### src/logic/rv_pipe_macros.svh
`ifndef RV_PIPE_MACROS_SVH
`define RV_PIPE_MACROS_SVH

// Data path and register index widths
`define RV_XLEN 32
`define RV_REG_ADDR_W 5

// Fetch address after reset
`define RV_RESET_PC 32'h0000_0000

`define RV_PC_STEP 32'd4

// ADDI x0, x0, 0
`define RV_NOP 32'h0000_0013

`endif

### src/logic/rv_pipe_pkg.sv
`include "rv_pipe_macros.svh"

package rv_pipe_pkg;

  typedef logic [`RV_XLEN-1:0] word_t;
  typedef logic [`RV_REG_ADDR_W-1:0] reg_addr_t;

  // Major opcodes of the supported subset
  typedef enum logic [6:0] {
    OPC_OP     = 7'b0110011,
    OPC_OP_IMM = 7'b0010011,
    OPC_LUI    = 7'b0110111,
    OPC_LOAD   = 7'b0000011,
    OPC_STORE  = 7'b0100011,
    OPC_BRANCH = 7'b1100011,
    OPC_JAL    = 7'b1101111,
    OPC_JALR   = 7'b1100111
  } opcode_e;

  typedef enum logic [2:0] {
    ALU_ADD,
    ALU_SUB,
    ALU_AND,
    ALU_OR,
    ALU_XOR,
    ALU_SLT,
    ALU_PASS_B
  } alu_op_e;

  typedef enum logic {SRC_B_REG, SRC_B_IMM} alu_src_b_e;

  typedef enum logic [2:0] {IMM_I, IMM_S, IMM_B, IMM_U, IMM_J} imm_kind_e;

  // Value written back to rd
  typedef enum logic [1:0] {RES_ALU, RES_MEM, RES_PC_STEP} result_src_e;

  typedef enum logic [1:0] {BR_NONE, BR_BEQ, BR_BNE, BR_JUMP} branch_kind_e;

  typedef enum logic [1:0] {PC_SRC_STEP, PC_SRC_TARGET, PC_SRC_REG_TARGET} pc_src_e;

  typedef enum logic [1:0] {FWD_NONE, FWD_MEMORY, FWD_WRITEBACK} fwd_sel_e;

endpackage

### src/logic/rv_decoder.sv
module rv_decoder (
  input  rv_pipe_pkg::word_t        instr,
  output rv_pipe_pkg::reg_addr_t    rs1,
  output rv_pipe_pkg::reg_addr_t    rs2,
  output rv_pipe_pkg::reg_addr_t    rd,
  output rv_pipe_pkg::word_t        imm,
  output rv_pipe_pkg::alu_op_e      alu_op,
  output rv_pipe_pkg::alu_src_b_e   alu_src_b,
  output rv_pipe_pkg::result_src_e  result_src,
  output rv_pipe_pkg::branch_kind_e branch_kind,
  output logic                      reg_write,
  output logic                      mem_write,
  output logic                      jalr
);

  rv_pipe_pkg::opcode_e   opcode;
  rv_pipe_pkg::imm_kind_e imm_kind;
  logic [2:0]             funct3;
  logic [6:0]             funct7;
  logic                   use_rs1;
  logic                   use_rs2;

  assign opcode = rv_pipe_pkg::opcode_e'(instr[6:0]);
  assign funct3 = instr[14:12];
  assign funct7 = instr[31:25];

  always_comb begin
    // Anything not listed below behaves as a NOP
    alu_op      = rv_pipe_pkg::ALU_ADD;
    alu_src_b   = rv_pipe_pkg::SRC_B_IMM;
    result_src  = rv_pipe_pkg::RES_ALU;
    branch_kind = rv_pipe_pkg::BR_NONE;
    imm_kind    = rv_pipe_pkg::IMM_I;
    reg_write   = 1'b0;
    mem_write   = 1'b0;
    jalr        = 1'b0;
    use_rs1     = 1'b0;
    use_rs2     = 1'b0;
    case (opcode)
      rv_pipe_pkg::OPC_OP: begin
        alu_src_b = rv_pipe_pkg::SRC_B_REG;
        reg_write = 1'b1;
        use_rs1   = 1'b1;
        use_rs2   = 1'b1;
        case (funct3)
          3'b000:  alu_op = funct7[5] ? rv_pipe_pkg::ALU_SUB : rv_pipe_pkg::ALU_ADD;
          3'b010:  alu_op = rv_pipe_pkg::ALU_SLT;
          3'b100:  alu_op = rv_pipe_pkg::ALU_XOR;
          3'b110:  alu_op = rv_pipe_pkg::ALU_OR;
          3'b111:  alu_op = rv_pipe_pkg::ALU_AND;
          default: reg_write = 1'b0;
        endcase
      end
      rv_pipe_pkg::OPC_OP_IMM: begin
        // ADDI only
        reg_write = (funct3 == 3'b000);
        use_rs1   = 1'b1;
      end
      rv_pipe_pkg::OPC_LUI: begin
        alu_op    = rv_pipe_pkg::ALU_PASS_B;
        imm_kind  = rv_pipe_pkg::IMM_U;
        reg_write = 1'b1;
      end
      rv_pipe_pkg::OPC_LOAD: begin
        result_src = rv_pipe_pkg::RES_MEM;
        reg_write  = 1'b1;
        use_rs1    = 1'b1;
      end
      rv_pipe_pkg::OPC_STORE: begin
        imm_kind  = rv_pipe_pkg::IMM_S;
        mem_write = 1'b1;
        use_rs1   = 1'b1;
        use_rs2   = 1'b1;
      end
      rv_pipe_pkg::OPC_BRANCH: begin
        alu_op    = rv_pipe_pkg::ALU_SUB;
        alu_src_b = rv_pipe_pkg::SRC_B_REG;
        imm_kind  = rv_pipe_pkg::IMM_B;
        use_rs1   = 1'b1;
        use_rs2   = 1'b1;
        if (funct3 == 3'b000) begin
          branch_kind = rv_pipe_pkg::BR_BEQ;
        end else if (funct3 == 3'b001) begin
          branch_kind = rv_pipe_pkg::BR_BNE;
        end
      end
      rv_pipe_pkg::OPC_JAL: begin
        imm_kind    = rv_pipe_pkg::IMM_J;
        result_src  = rv_pipe_pkg::RES_PC_STEP;
        branch_kind = rv_pipe_pkg::BR_JUMP;
        reg_write   = 1'b1;
      end
      rv_pipe_pkg::OPC_JALR: begin
        result_src  = rv_pipe_pkg::RES_PC_STEP;
        branch_kind = rv_pipe_pkg::BR_JUMP;
        reg_write   = 1'b1;
        jalr        = 1'b1;
        use_rs1     = 1'b1;
      end
      default: ;
    endcase
  end

  // Unused source fields read as x0 so they never trigger a stall
  assign rs1 = use_rs1 ? instr[19:15] : '0;
  assign rs2 = use_rs2 ? instr[24:20] : '0;
  assign rd  = instr[11:7];

  always_comb begin
    case (imm_kind)
      rv_pipe_pkg::IMM_S: imm = {{20{instr[31]}}, instr[31:25], instr[11:7]};
      rv_pipe_pkg::IMM_B: imm = {{19{instr[31]}}, instr[31], instr[7], instr[30:25],
                                 instr[11:8], 1'b0};
      rv_pipe_pkg::IMM_U: imm = {instr[31:12], 12'b0};
      rv_pipe_pkg::IMM_J: imm = {{11{instr[31]}}, instr[31], instr[19:12], instr[20],
                                 instr[30:21], 1'b0};
      default:            imm = {{20{instr[31]}}, instr[31:20]};
    endcase
  end

endmodule

### src/logic/rv_register_file.sv
module rv_register_file (
  input  logic                   clk,
  input  logic                   rst_n,
  input  rv_pipe_pkg::reg_addr_t ra1,
  input  rv_pipe_pkg::reg_addr_t ra2,
  output rv_pipe_pkg::word_t     rd1,
  output rv_pipe_pkg::word_t     rd2,
  input  rv_pipe_pkg::reg_addr_t wa,
  input  logic                   we,
  input  rv_pipe_pkg::word_t     wd
);

  rv_pipe_pkg::word_t regs [32];

  always_ff @(posedge clk or negedge rst_n) begin
    if (!rst_n) begin
      for (int i = 0; i < 32; i++) begin
        regs[i] <= '0;
      end
    end else if (we && wa != '0) begin
      regs[wa] <= wd;
    end
  end

  // Writeback value is visible to decode in the same cycle
  assign rd1 = (we && wa != '0 && wa == ra1) ? wd : regs[ra1];
  assign rd2 = (we && wa != '0 && wa == ra2) ? wd : regs[ra2];

endmodule

### src/logic/rv_execute_unit.sv
module rv_execute_unit (
  input  rv_pipe_pkg::word_t        rd1,
  input  rv_pipe_pkg::word_t        rd2,
  input  rv_pipe_pkg::fwd_sel_e     fwd_a,
  input  rv_pipe_pkg::fwd_sel_e     fwd_b,
  input  rv_pipe_pkg::word_t        mem_result,
  input  rv_pipe_pkg::word_t        wb_result,
  input  rv_pipe_pkg::word_t        imm,
  input  rv_pipe_pkg::word_t        pc,
  input  rv_pipe_pkg::alu_op_e      alu_op,
  input  rv_pipe_pkg::alu_src_b_e   alu_src_b,
  input  rv_pipe_pkg::branch_kind_e branch_kind,
  input  logic                      jalr,
  output rv_pipe_pkg::word_t        alu_result,
  output rv_pipe_pkg::word_t        store_data,
  output rv_pipe_pkg::word_t        pc_target,
  output rv_pipe_pkg::pc_src_e      pc_src
);

  rv_pipe_pkg::word_t src_a;
  rv_pipe_pkg::word_t src_b_reg;
  rv_pipe_pkg::word_t alu_b;
  rv_pipe_pkg::word_t reg_target;
  logic               equal;

  function automatic rv_pipe_pkg::word_t pick_operand(
    input rv_pipe_pkg::fwd_sel_e sel,
    input rv_pipe_pkg::word_t    reg_val,
    input rv_pipe_pkg::word_t    mem_val,
    input rv_pipe_pkg::word_t    wb_val
  );
    case (sel)
      rv_pipe_pkg::FWD_MEMORY:    return mem_val;
      rv_pipe_pkg::FWD_WRITEBACK: return wb_val;
      default:                    return reg_val;
    endcase
  endfunction

  assign src_a      = pick_operand(fwd_a, rd1, mem_result, wb_result);
  assign src_b_reg  = pick_operand(fwd_b, rd2, mem_result, wb_result);
  assign alu_b      = (alu_src_b == rv_pipe_pkg::SRC_B_IMM) ? imm : src_b_reg;
  assign store_data = src_b_reg;

  always_comb begin
    case (alu_op)
      rv_pipe_pkg::ALU_SUB: alu_result = src_a - alu_b;
      rv_pipe_pkg::ALU_AND: alu_result = src_a & alu_b;
      rv_pipe_pkg::ALU_OR:  alu_result = src_a | alu_b;
      rv_pipe_pkg::ALU_XOR: alu_result = src_a ^ alu_b;
      rv_pipe_pkg::ALU_SLT: alu_result = rv_pipe_pkg::word_t'($signed(src_a) < $signed(alu_b));
      rv_pipe_pkg::ALU_PASS_B: alu_result = alu_b;
      default:              alu_result = src_a + alu_b;
    endcase
  end

  // JALR target drops bit 0
  assign reg_target = (src_a + imm) & ~rv_pipe_pkg::word_t'(1);
  assign pc_target  = jalr ? reg_target : pc + imm;
  assign equal      = (src_a == src_b_reg);

  always_comb begin
    pc_src = rv_pipe_pkg::PC_SRC_STEP;
    case (branch_kind)
      rv_pipe_pkg::BR_BEQ: begin
        if (equal) pc_src = rv_pipe_pkg::PC_SRC_TARGET;
      end
      rv_pipe_pkg::BR_BNE: begin
        if (!equal) pc_src = rv_pipe_pkg::PC_SRC_TARGET;
      end
      rv_pipe_pkg::BR_JUMP: begin
        pc_src = jalr ? rv_pipe_pkg::PC_SRC_REG_TARGET : rv_pipe_pkg::PC_SRC_TARGET;
      end
      default: ;
    endcase
  end

endmodule

### src/logic/rv_hazard_unit.sv
module rv_hazard_unit (
  input  rv_pipe_pkg::reg_addr_t   rs1_d,
  input  rv_pipe_pkg::reg_addr_t   rs2_d,
  input  rv_pipe_pkg::reg_addr_t   rs1_e,
  input  rv_pipe_pkg::reg_addr_t   rs2_e,
  input  rv_pipe_pkg::reg_addr_t   rd_e,
  input  rv_pipe_pkg::reg_addr_t   rd_m,
  input  rv_pipe_pkg::reg_addr_t   rd_w,
  input  logic                     reg_write_m,
  input  logic                     reg_write_w,
  input  rv_pipe_pkg::result_src_e result_src_e,
  input  rv_pipe_pkg::pc_src_e     pc_src_e,
  output rv_pipe_pkg::fwd_sel_e    fwd_a,
  output rv_pipe_pkg::fwd_sel_e    fwd_b,
  output logic                     stall_f,
  output logic                     stall_d,
  output logic                     flush_d,
  output logic                     flush_e
);

  logic load_use;
  logic redirect;

  // Youngest producer wins
  function automatic rv_pipe_pkg::fwd_sel_e select_source(input rv_pipe_pkg::reg_addr_t rs);
    if (rs != '0 && reg_write_m && rs == rd_m) begin
      return rv_pipe_pkg::FWD_MEMORY;
    end else if (rs != '0 && reg_write_w && rs == rd_w) begin
      return rv_pipe_pkg::FWD_WRITEBACK;
    end
    return rv_pipe_pkg::FWD_NONE;
  endfunction

  assign fwd_a = select_source(rs1_e);
  assign fwd_b = select_source(rs2_e);

  // Load data only exists after the memory stage
  assign load_use = (result_src_e == rv_pipe_pkg::RES_MEM) && (rd_e != '0) &&
                    (rs1_d == rd_e || rs2_d == rd_e);
  assign redirect = (pc_src_e != rv_pipe_pkg::PC_SRC_STEP);

  assign stall_f = load_use;
  assign stall_d = load_use;
  assign flush_d = redirect;
  assign flush_e = load_use || redirect;

endmodule

### src/logic/rv_pipe_core.sv
`include "rv_pipe_macros.svh"

module rv_pipe_core (
  input  logic               clk,
  input  logic               rst_n,
  output rv_pipe_pkg::word_t instr_addr,
  input  rv_pipe_pkg::word_t instr_data,
  output rv_pipe_pkg::word_t data_addr,
  output rv_pipe_pkg::word_t data_wdata,
  output logic               data_we,
  input  rv_pipe_pkg::word_t data_rdata
);

  logic                  stall_f;
  logic                  stall_d;
  logic                  flush_d;
  logic                  flush_e;
  rv_pipe_pkg::fwd_sel_e fwd_a;
  rv_pipe_pkg::fwd_sel_e fwd_b;

  // Fetch
  rv_pipe_pkg::word_t pc_f;
  rv_pipe_pkg::word_t pc_next;

  // Decode
  rv_pipe_pkg::word_t        instr_d;
  rv_pipe_pkg::word_t        pc_d;
  rv_pipe_pkg::reg_addr_t    rs1_d;
  rv_pipe_pkg::reg_addr_t    rs2_d;
  rv_pipe_pkg::reg_addr_t    rd_d;
  rv_pipe_pkg::word_t        imm_d;
  rv_pipe_pkg::word_t        rd1_d;
  rv_pipe_pkg::word_t        rd2_d;
  rv_pipe_pkg::alu_op_e      alu_op_d;
  rv_pipe_pkg::alu_src_b_e   alu_src_b_d;
  rv_pipe_pkg::result_src_e  result_src_d;
  rv_pipe_pkg::branch_kind_e branch_kind_d;
  logic                      reg_write_d;
  logic                      mem_write_d;
  logic                      jalr_d;

  // Execute
  rv_pipe_pkg::reg_addr_t    rs1_e;
  rv_pipe_pkg::reg_addr_t    rs2_e;
  rv_pipe_pkg::reg_addr_t    rd_e;
  rv_pipe_pkg::alu_op_e      alu_op_e;
  rv_pipe_pkg::alu_src_b_e   alu_src_b_e;
  rv_pipe_pkg::result_src_e  result_src_e;
  rv_pipe_pkg::branch_kind_e branch_kind_e;
  logic                      reg_write_e;
  logic                      mem_write_e;
  logic                      jalr_e;
  rv_pipe_pkg::word_t        rd1_e;
  rv_pipe_pkg::word_t        rd2_e;
  rv_pipe_pkg::word_t        imm_e;
  rv_pipe_pkg::word_t        pc_e;
  rv_pipe_pkg::word_t        alu_result_e;
  rv_pipe_pkg::word_t        store_data_e;
  rv_pipe_pkg::word_t        pc_target_e;
  rv_pipe_pkg::pc_src_e      pc_src_e;

  // Memory
  rv_pipe_pkg::reg_addr_t   rd_m;
  rv_pipe_pkg::result_src_e result_src_m;
  logic                     reg_write_m;
  logic                     mem_write_m;
  rv_pipe_pkg::word_t       alu_result_m;
  rv_pipe_pkg::word_t       store_data_m;
  rv_pipe_pkg::word_t       pc_step_m;
  rv_pipe_pkg::word_t       result_m;

  // Writeback
  rv_pipe_pkg::reg_addr_t   rd_w;
  rv_pipe_pkg::result_src_e result_src_w;
  logic                     reg_write_w;
  rv_pipe_pkg::word_t       result_pre_w;
  rv_pipe_pkg::word_t       read_data_w;
  rv_pipe_pkg::word_t       result_w;

  always_comb begin
    case (pc_src_e)
      rv_pipe_pkg::PC_SRC_STEP: pc_next = pc_f + `RV_PC_STEP;
      default:                  pc_next = pc_target_e;
    endcase
  end

  always_ff @(posedge clk or negedge rst_n) begin
    if (!rst_n) begin
      pc_f <= `RV_RESET_PC;
    end else if (!stall_f) begin
      pc_f <= pc_next;
    end
  end

  assign instr_addr = pc_f;

  always_ff @(posedge clk or negedge rst_n) begin
    if (!rst_n) begin
      instr_d <= `RV_NOP;
    end else if (flush_d) begin
      instr_d <= `RV_NOP;
    end else if (!stall_d) begin
      instr_d <= instr_data;
    end
  end

  always_ff @(posedge clk) begin
    if (!stall_d) begin
      pc_d <= pc_f;
    end
  end

  rv_decoder i_decoder (
    .instr      (instr_d),
    .rs1        (rs1_d),
    .rs2        (rs2_d),
    .rd         (rd_d),
    .imm        (imm_d),
    .alu_op     (alu_op_d),
    .alu_src_b  (alu_src_b_d),
    .result_src (result_src_d),
    .branch_kind(branch_kind_d),
    .reg_write  (reg_write_d),
    .mem_write  (mem_write_d),
    .jalr       (jalr_d)
  );

  rv_register_file i_register_file (
    .clk  (clk),
    .rst_n(rst_n),
    .ra1  (rs1_d),
    .ra2  (rs2_d),
    .rd1  (rd1_d),
    .rd2  (rd2_d),
    .wa   (rd_w),
    .we   (reg_write_w),
    .wd   (result_w)
  );

  always_ff @(posedge clk or negedge rst_n) begin
    if (!rst_n) begin
      rs1_e         <= '0;
      rs2_e         <= '0;
      rd_e          <= '0;
      alu_op_e      <= rv_pipe_pkg::ALU_ADD;
      alu_src_b_e   <= rv_pipe_pkg::SRC_B_IMM;
      result_src_e  <= rv_pipe_pkg::RES_ALU;
      branch_kind_e <= rv_pipe_pkg::BR_NONE;
      reg_write_e   <= 1'b0;
      mem_write_e   <= 1'b0;
      jalr_e        <= 1'b0;
    end else if (flush_e) begin
      rs1_e         <= '0;
      rs2_e         <= '0;
      rd_e          <= '0;
      alu_op_e      <= rv_pipe_pkg::ALU_ADD;
      alu_src_b_e   <= rv_pipe_pkg::SRC_B_IMM;
      result_src_e  <= rv_pipe_pkg::RES_ALU;
      branch_kind_e <= rv_pipe_pkg::BR_NONE;
      reg_write_e   <= 1'b0;
      mem_write_e   <= 1'b0;
      jalr_e        <= 1'b0;
    end else begin
      rs1_e         <= rs1_d;
      rs2_e         <= rs2_d;
      rd_e          <= rd_d;
      alu_op_e      <= alu_op_d;
      alu_src_b_e   <= alu_src_b_d;
      result_src_e  <= result_src_d;
      branch_kind_e <= branch_kind_d;
      reg_write_e   <= reg_write_d;
      mem_write_e   <= mem_write_d;
      jalr_e        <= jalr_d;
    end
  end

  always_ff @(posedge clk) begin
    rd1_e <= rd1_d;
    rd2_e <= rd2_d;
    imm_e <= imm_d;
    pc_e  <= pc_d;
  end

  rv_execute_unit i_execute_unit (
    .rd1        (rd1_e),
    .rd2        (rd2_e),
    .fwd_a      (fwd_a),
    .fwd_b      (fwd_b),
    .mem_result (result_m),
    .wb_result  (result_w),
    .imm        (imm_e),
    .pc         (pc_e),
    .alu_op     (alu_op_e),
    .alu_src_b  (alu_src_b_e),
    .branch_kind(branch_kind_e),
    .jalr       (jalr_e),
    .alu_result (alu_result_e),
    .store_data (store_data_e),
    .pc_target  (pc_target_e),
    .pc_src     (pc_src_e)
  );

  rv_hazard_unit i_hazard_unit (
    .rs1_d       (rs1_d),
    .rs2_d       (rs2_d),
    .rs1_e       (rs1_e),
    .rs2_e       (rs2_e),
    .rd_e        (rd_e),
    .rd_m        (rd_m),
    .rd_w        (rd_w),
    .reg_write_m (reg_write_m),
    .reg_write_w (reg_write_w),
    .result_src_e(result_src_e),
    .pc_src_e    (pc_src_e),
    .fwd_a       (fwd_a),
    .fwd_b       (fwd_b),
    .stall_f     (stall_f),
    .stall_d     (stall_d),
    .flush_d     (flush_d),
    .flush_e     (flush_e)
  );

  always_ff @(posedge clk or negedge rst_n) begin
    if (!rst_n) begin
      rd_m         <= '0;
      result_src_m <= rv_pipe_pkg::RES_ALU;
      reg_write_m  <= 1'b0;
      mem_write_m  <= 1'b0;
    end else begin
      rd_m         <= rd_e;
      result_src_m <= result_src_e;
      reg_write_m  <= reg_write_e;
      mem_write_m  <= mem_write_e;
    end
  end

  always_ff @(posedge clk) begin
    alu_result_m <= alu_result_e;
    store_data_m <= store_data_e;
    pc_step_m    <= pc_e + `RV_PC_STEP;
  end

  assign data_addr  = alu_result_m;
  assign data_wdata = store_data_m;
  assign data_we    = mem_write_m;

  // Value offered to execute; load data is not ready yet
  assign result_m = (result_src_m == rv_pipe_pkg::RES_PC_STEP) ? pc_step_m : alu_result_m;

  always_ff @(posedge clk or negedge rst_n) begin
    if (!rst_n) begin
      rd_w         <= '0;
      result_src_w <= rv_pipe_pkg::RES_ALU;
      reg_write_w  <= 1'b0;
    end else begin
      rd_w         <= rd_m;
      result_src_w <= result_src_m;
      reg_write_w  <= reg_write_m;
    end
  end

  always_ff @(posedge clk) begin
    result_pre_w <= result_m;
    read_data_w  <= data_rdata;
  end

  assign result_w = (result_src_w == rv_pipe_pkg::RES_MEM) ? read_data_w : result_pre_w;

endmodule

### config.mk
export PLATFORM = sky130hd
export DESIGN_NAME = rv_pipe_core
export DESIGN_NICKNAME = d
export VERILOG_FILES = /design/src/logic/rv_pipe_pkg.sv /design/src/logic/rv_decoder.sv /design/src/logic/rv_register_file.sv /design/src/logic/rv_execute_unit.sv /design/src/logic/rv_hazard_unit.sv /design/src/logic/rv_pipe_core.sv
export VERILOG_INCLUDE_DIRS = /design/src /design/src/logic
export SDC_FILE = /design/constraint.sdc
export NUM_CORES = 2
export LEC_CHECK = 0
export ABC_AREA = 0
export BUFFER_PORTS_ARGS = -buffer_cell sky130_fd_sc_hd__buf_2
export CORE_AREA = 2 2 541 543
export DETAILED_ROUTE_END_ITERATION = 8
export DIE_AREA = 0 0 543 545
export HOLD_SLACK_MARGIN = 0.06
export SETUP_SLACK_MARGIN = 0.02
export SYNTH_ARGS = -nofsm -noshare
export SYNTH_HDL_FRONTEND = slang
export SYNTH_HIERARCHICAL = 1
export SYNTH_SLANG_ARGS = --single-unit
### constraint.sdc
create_clock -name clk -period 5 [get_ports clk]
set_input_delay 0.25 -clock clk [delete_from_list [all_inputs] [get_ports clk]]
set_output_delay 0.25 -clock clk [all_outputs]
set_load 0.05 [all_outputs]
==> PnR_summary.wiki <==
{| class="wikitable"
! Metric !! Value
|-
| Outcome || finished with violations
|-
| Violations in the final reports || setup timing
|-
| Max rail drop VDD || 382 uV
|-
| Worst Path Required || 5700 ps
|-
| CP arrival || just over 6000 ps
|-
| Final setup margin || -413 ps
|-
| Number of placed I/O pins || between 150 and 200
|-
| DRT Pass-1 Iters || 6
|-
| Final critical-path share of the clock period || 1.08
|-
| Library cell appearing most often on the critical path || sky130_fd_sc_hd__buf_4
|-
| Synthesized flop and latch total || 1451
|-
| DIE HEIGHT || 545 um
|-
| Main synth FF type || sky130_fd_sc_hd__dfrtp_1
|-
| Setup clock skew after layout || 63.4 ps
|-
| Pin count of the biggest net entering global routing || 137
|-
| Hold crit path type || in2reg
|-
| Maximum count of clock buffers along a single path || 3
|-
| Average instance area after synthesis || around 13 um^2
|-
| Global placement routability congestion || about 0.97
|-
| Overall die area || 296000 um^2
|-
| Share of flip-flops with an asynchronous set or reset || 0.779
|-
| Post-CTS clock slew at the launch and capture registers of the worst setup and hold paths || 60 ps
|-
| Slew at the pin with the worst max-slew slack || 1310 ps
|-
| Setup CP Type || reg2reg
|-
| Layout cells sized above 1 || 0.459
|-
| Post-synthesis instance total || 6222
|-
| Power Dens Cells || 333 nW/um^2
|-
| Average vias per placed instance || 5.42
|-
| Final routed wirelength across all metal layers || 293000 um
|-
| Hold Vio Cnt, Final || 0
|-
| Worst hold slack after final layout || 96.7 ps
|-
| Quantity of I/O buffers inserted on ports || about 160
|-
| Global-route wire length before repair || roughly 420000 um
|-
| Area inside the core boundary || 290000 um^2
|-
| CTS Root Cell || sky130_fd_sc_hd__clkbuf_16
|-
| Nets@finish || 7089
|-
| Max-slew headroom at the worst pin || 0.120
|-
| Critical path fanouts, max || 9
|-
| Final-report setup violation count || 108
|-
| Slowest stage cell on the critical path || sky130_fd_sc_hd__or4_4
|-
| Skew-Pair Late Insertion Delay || about 840 ps
|-
| Cell depth of the worst hold path || 2
|-
| Total vias in the final route || 59100
|-
| DRC violation count after routing || 0
|-
| Routed length per placed instance || approximately 27 um
|-
| RSZ-0062 raised after global routing || yes
|-
| Number of CTS-inserted buffers || 164
|-
| Number of cell rows || 198
|-
| Initial core utilization || 0.269
|-
| Maximum cell stage delay along the critical path || 550 ps
|-
| Register area share after synthesis || 0.449
|-
| Count of H-tree levels built during CTS || 4
|-
| Clock tree sinks || 1451
|-
| Synth top area share || 0.361
|-
| Number of max-slew violations in the final report || 0
|-
| Global route total overflow || 0
|-
| Die width || 543 um
|-
| ANT nets after route || 0
|-
| Combined global-route utilization of all metal layers || 0.192
|-
| Type of element capturing the critical path || flop
|-
| Critical Path Start Type || flop
|-
| FF+latch area || 35000 um^2
|-
| Combined area of the multi-input logic cells || 42100 um^2
|-
| Final Total Pwr || approximately 32 mW
|-
| Post-detailed-placement half-perimeter wirelength || 195000 um
|-
| Fill cell instance count of the final layout || 28400
|-
| Vias in the first global route || 59100
|-
| Syn nets || 6455
|-
| Achievable frequency || 0.185 GHz
|-
| DRT iter0 DRCs || 5858
|-
| Number of enable-type register cells in the synthesized netlist || 32
|-
| Total standard cell area after synthesis || 78000 um^2
|-
| Worst Reg2Reg Path Length in Cells || 28
|-
| Area growth syn-to-layout || 24.1%
|-
| Synth area leader || sky130_fd_sc_hd__dfrtp_1
|-
| Yosys warning count || 6
|-
| Static power due to leakage || 42.0 nW
|-
| Number of antenna violations at the first check in global routing || 24
|-
| Post-layout minimum cycle time || 5410 ps
|-
| Post-synthesis cell type count || 113
|-
| Leading cell types by total area after synthesis || sky130_fd_sc_hd__dfrtp_1 (36%), sky130_fd_sc_hd__mux2_2 (15%), sky130_fd_sc_hd__mux4_2 (15%)
|-
| Clock tree from TritonCTS || done
|-
| Maximum capacitance violations || 0
|}
-- path summary, 6_finish.rpt --
check	start	to	slack, ps
hold / removal	data_rdata[0]	read_data_w[0]	100
hold reg to reg	pc_d[19]	pc_e[19]	340
setup reg to reg	rs2_e[1]	instr_addr[25]	-410
min in group asynchronous	rst_n	i_register_file/regs[865]	120
setup / recovery	rs2_e[1]	instr_addr[25]	-410
max in group asynchronous	rst_n	i_register_file/regs[777]	3200
-- sequential cells by signal, summed over array words and instances (netlist names), 5 cells and up --
signal,flops
pc_step_m,32
result_pre_w,32
rs2_e,5
i_register_file/regs,1024
rd_m,5
rd_w,5
imm_e,32
read_data_w,32
data_addr,32
pc_e,32
pc_d,32
instr_d,32
rd2_e,32
rd1_e,32
data_wdata,32
rd_e,5
rs1_e,5
instr_addr,32
-- final cells by class --
cell class | count | area share
Sequential cell | 1451 | 0.362
Clock inverter | 51 | 0.00630
Clock buffer | 247 | 0.0491
Tap cell | 3900 | 0.0504
Timing Repair Buffer | 1030 | 0.0904
Inverter | 171 | 0.00682
Multi-Input combinational cell | 4038 | 0.435
Antenna cell | 8 | 0.000207
-- metal layers --
layer,vias to the layer above,GRT usage,part of all wire
li1,24700,-,-
met1,30800,0.248,0.40
met2,2816,0.304,0.46
met3,689,0.0429,0.087
met4,10,0.0908,0.054
met5,-,0,0.00024
-- cells in the mapped netlist, types with 28 or more instances --
cell type                  number
sky130_fd_sc_hd__o22ai_1      275
sky130_fd_sc_hd__nand3_1       67
sky130_fd_sc_hd__buf_4         63
sky130_fd_sc_hd__ha_1         163
sky130_fd_sc_hd__o21ai_0      195
sky130_fd_sc_hd__clkbuf_1     331
sky130_fd_sc_hd__a21oi_1      252
sky130_fd_sc_hd__dfrtp_1     1127
sky130_fd_sc_hd__mux2i_1       56
sky130_fd_sc_hd__a22oi_1       73
sky130_fd_sc_hd__nand2b_1      28
sky130_fd_sc_hd__mux2_2      1068
sky130_fd_sc_hd__dfxtp_1      288
sky130_fd_sc_hd__o21bai_1      28
sky130_fd_sc_hd__nor3_1        50
sky130_fd_sc_hd__inv_1        168
sky130_fd_sc_hd__xnor2_1      116
sky130_fd_sc_hd__or4_1         67
sky130_fd_sc_hd__a21o_1        50
sky130_fd_sc_hd__edfxtp_1      32
sky130_fd_sc_hd__nand4_1       34
sky130_fd_sc_hd__buf_1         69
sky130_fd_sc_hd__nor2_1       275
sky130_fd_sc_hd__buf_2         91
sky130_fd_sc_hd__mux4_2       510
sky130_fd_sc_hd__nand2_1      219
sky130_fd_sc_hd__xor2_1        55
sky130_fd_sc_hd__nor2b_1       55
-- cell usage in the layout (no fill, tap or decap), types with 50 or more instances in the layout --
cell,Yosys,layout
sky130_fd_sc_hd__ha_1,163,126
sky130_fd_sc_hd__inv_1,168,142
sky130_fd_sc_hd__a21oi_2,4,65
sky130_fd_sc_hd__buf_4,63,659
sky130_fd_sc_hd__mux2_2,1068,1065
sky130_fd_sc_hd__nor2_1,275,204
sky130_fd_sc_hd__a22oi_1,73,50
sky130_fd_sc_hd__nor2_4,2,52
sky130_fd_sc_hd__clkbuf_16,0,174
sky130_fd_sc_hd__dfrtp_1,1127,1125
sky130_fd_sc_hd__buf_2,91,161
sky130_fd_sc_hd__or4_1,67,67
sky130_fd_sc_hd__o22ai_1,275,273
sky130_fd_sc_hd__o21ai_0,195,152
sky130_fd_sc_hd__nand2_1,219,197
sky130_fd_sc_hd__mux2i_1,56,56
sky130_fd_sc_hd__dfxtp_1,288,288
sky130_fd_sc_hd__dlygate4sd3_1,0,82
sky130_fd_sc_hd__a21o_1,50,50
sky130_fd_sc_hd__clkbuf_1,331,51
sky130_fd_sc_hd__a21oi_1,252,178
sky130_fd_sc_hd__mux4_2,510,510
sky130_fd_sc_hd__xnor2_1,116,109
sky130_fd_sc_hd__buf_12,0,60
sky130_fd_sc_hd__nand3_1,67,57
sky130_fd_sc_hd__xor2_1,55,55
-- critical path, delay by kind of cell, from the launching register on --
| kind | cells | cell delay (ps) |
|---|---|---|
| adder cells (fa/ha/maj) | 1 | 250 |
| buffers and inverters | 11 | 1830 |
| XOR/XNOR | 1 | 140 |
| multiplexers | 1 | 120 |
| flip-flops | 1 | 380 |
| AO/OA/AOI/OAI | 3 | 260 |
| AND/OR/NAND/NOR | 11 | 2320 |
-- through the flow --
step	worst slack, ps	utilization	std cells	instance area [um^2]	setup TNS, ps
after detailed placement	-851	0.301	10400	87400	-33890
after floorplan	10.2	-	6222	78200	0
after global placement	-941	0.301	10400	87400	-32530
after CTS	-485	0.328	10800	95100	-18090
after global routing	-571	0.334	10900	96800	-41570
final	-413	0.334	10900	96900	-23470
-- what timing repair did --
item / CTS / global route
gates resized for setup: 207 / 327
endpoints found under the hold margin: 152 / 0
gates cloned: 4 / 10
buffers inserted: 62 / 39
hold buffers: 82 / 0
setup endpoints to repair: 117 / 118
pin swaps: 90 / 163
-- where the power goes --
group	leakage, nW	internal (mW)	switching (mW)
clock network	2.63	6.97	5.14
registers	18.3	12.8	1.20
logic	21.1	2.39	3.74
total	42.0	22.1	10.1
-- logic make-up (layout without fill, tap and decap cells) --
family	after synthesis	in the layout	share of synthesized area
multiplexers	1635	1635	0.309
AO/OA/AOI/OAI	1119	1119	0.0937
other	0	8	0
XOR/XNOR	171	171	0.0192
adder cells (fa/ha/maj)	167	167	0.0272
buffers and inverters	733	1499	0.0404
AND/OR/NAND/NOR	946	946	0.0620
flip-flops	1451	1451	0.449
(Power assumes the default switching activity.)
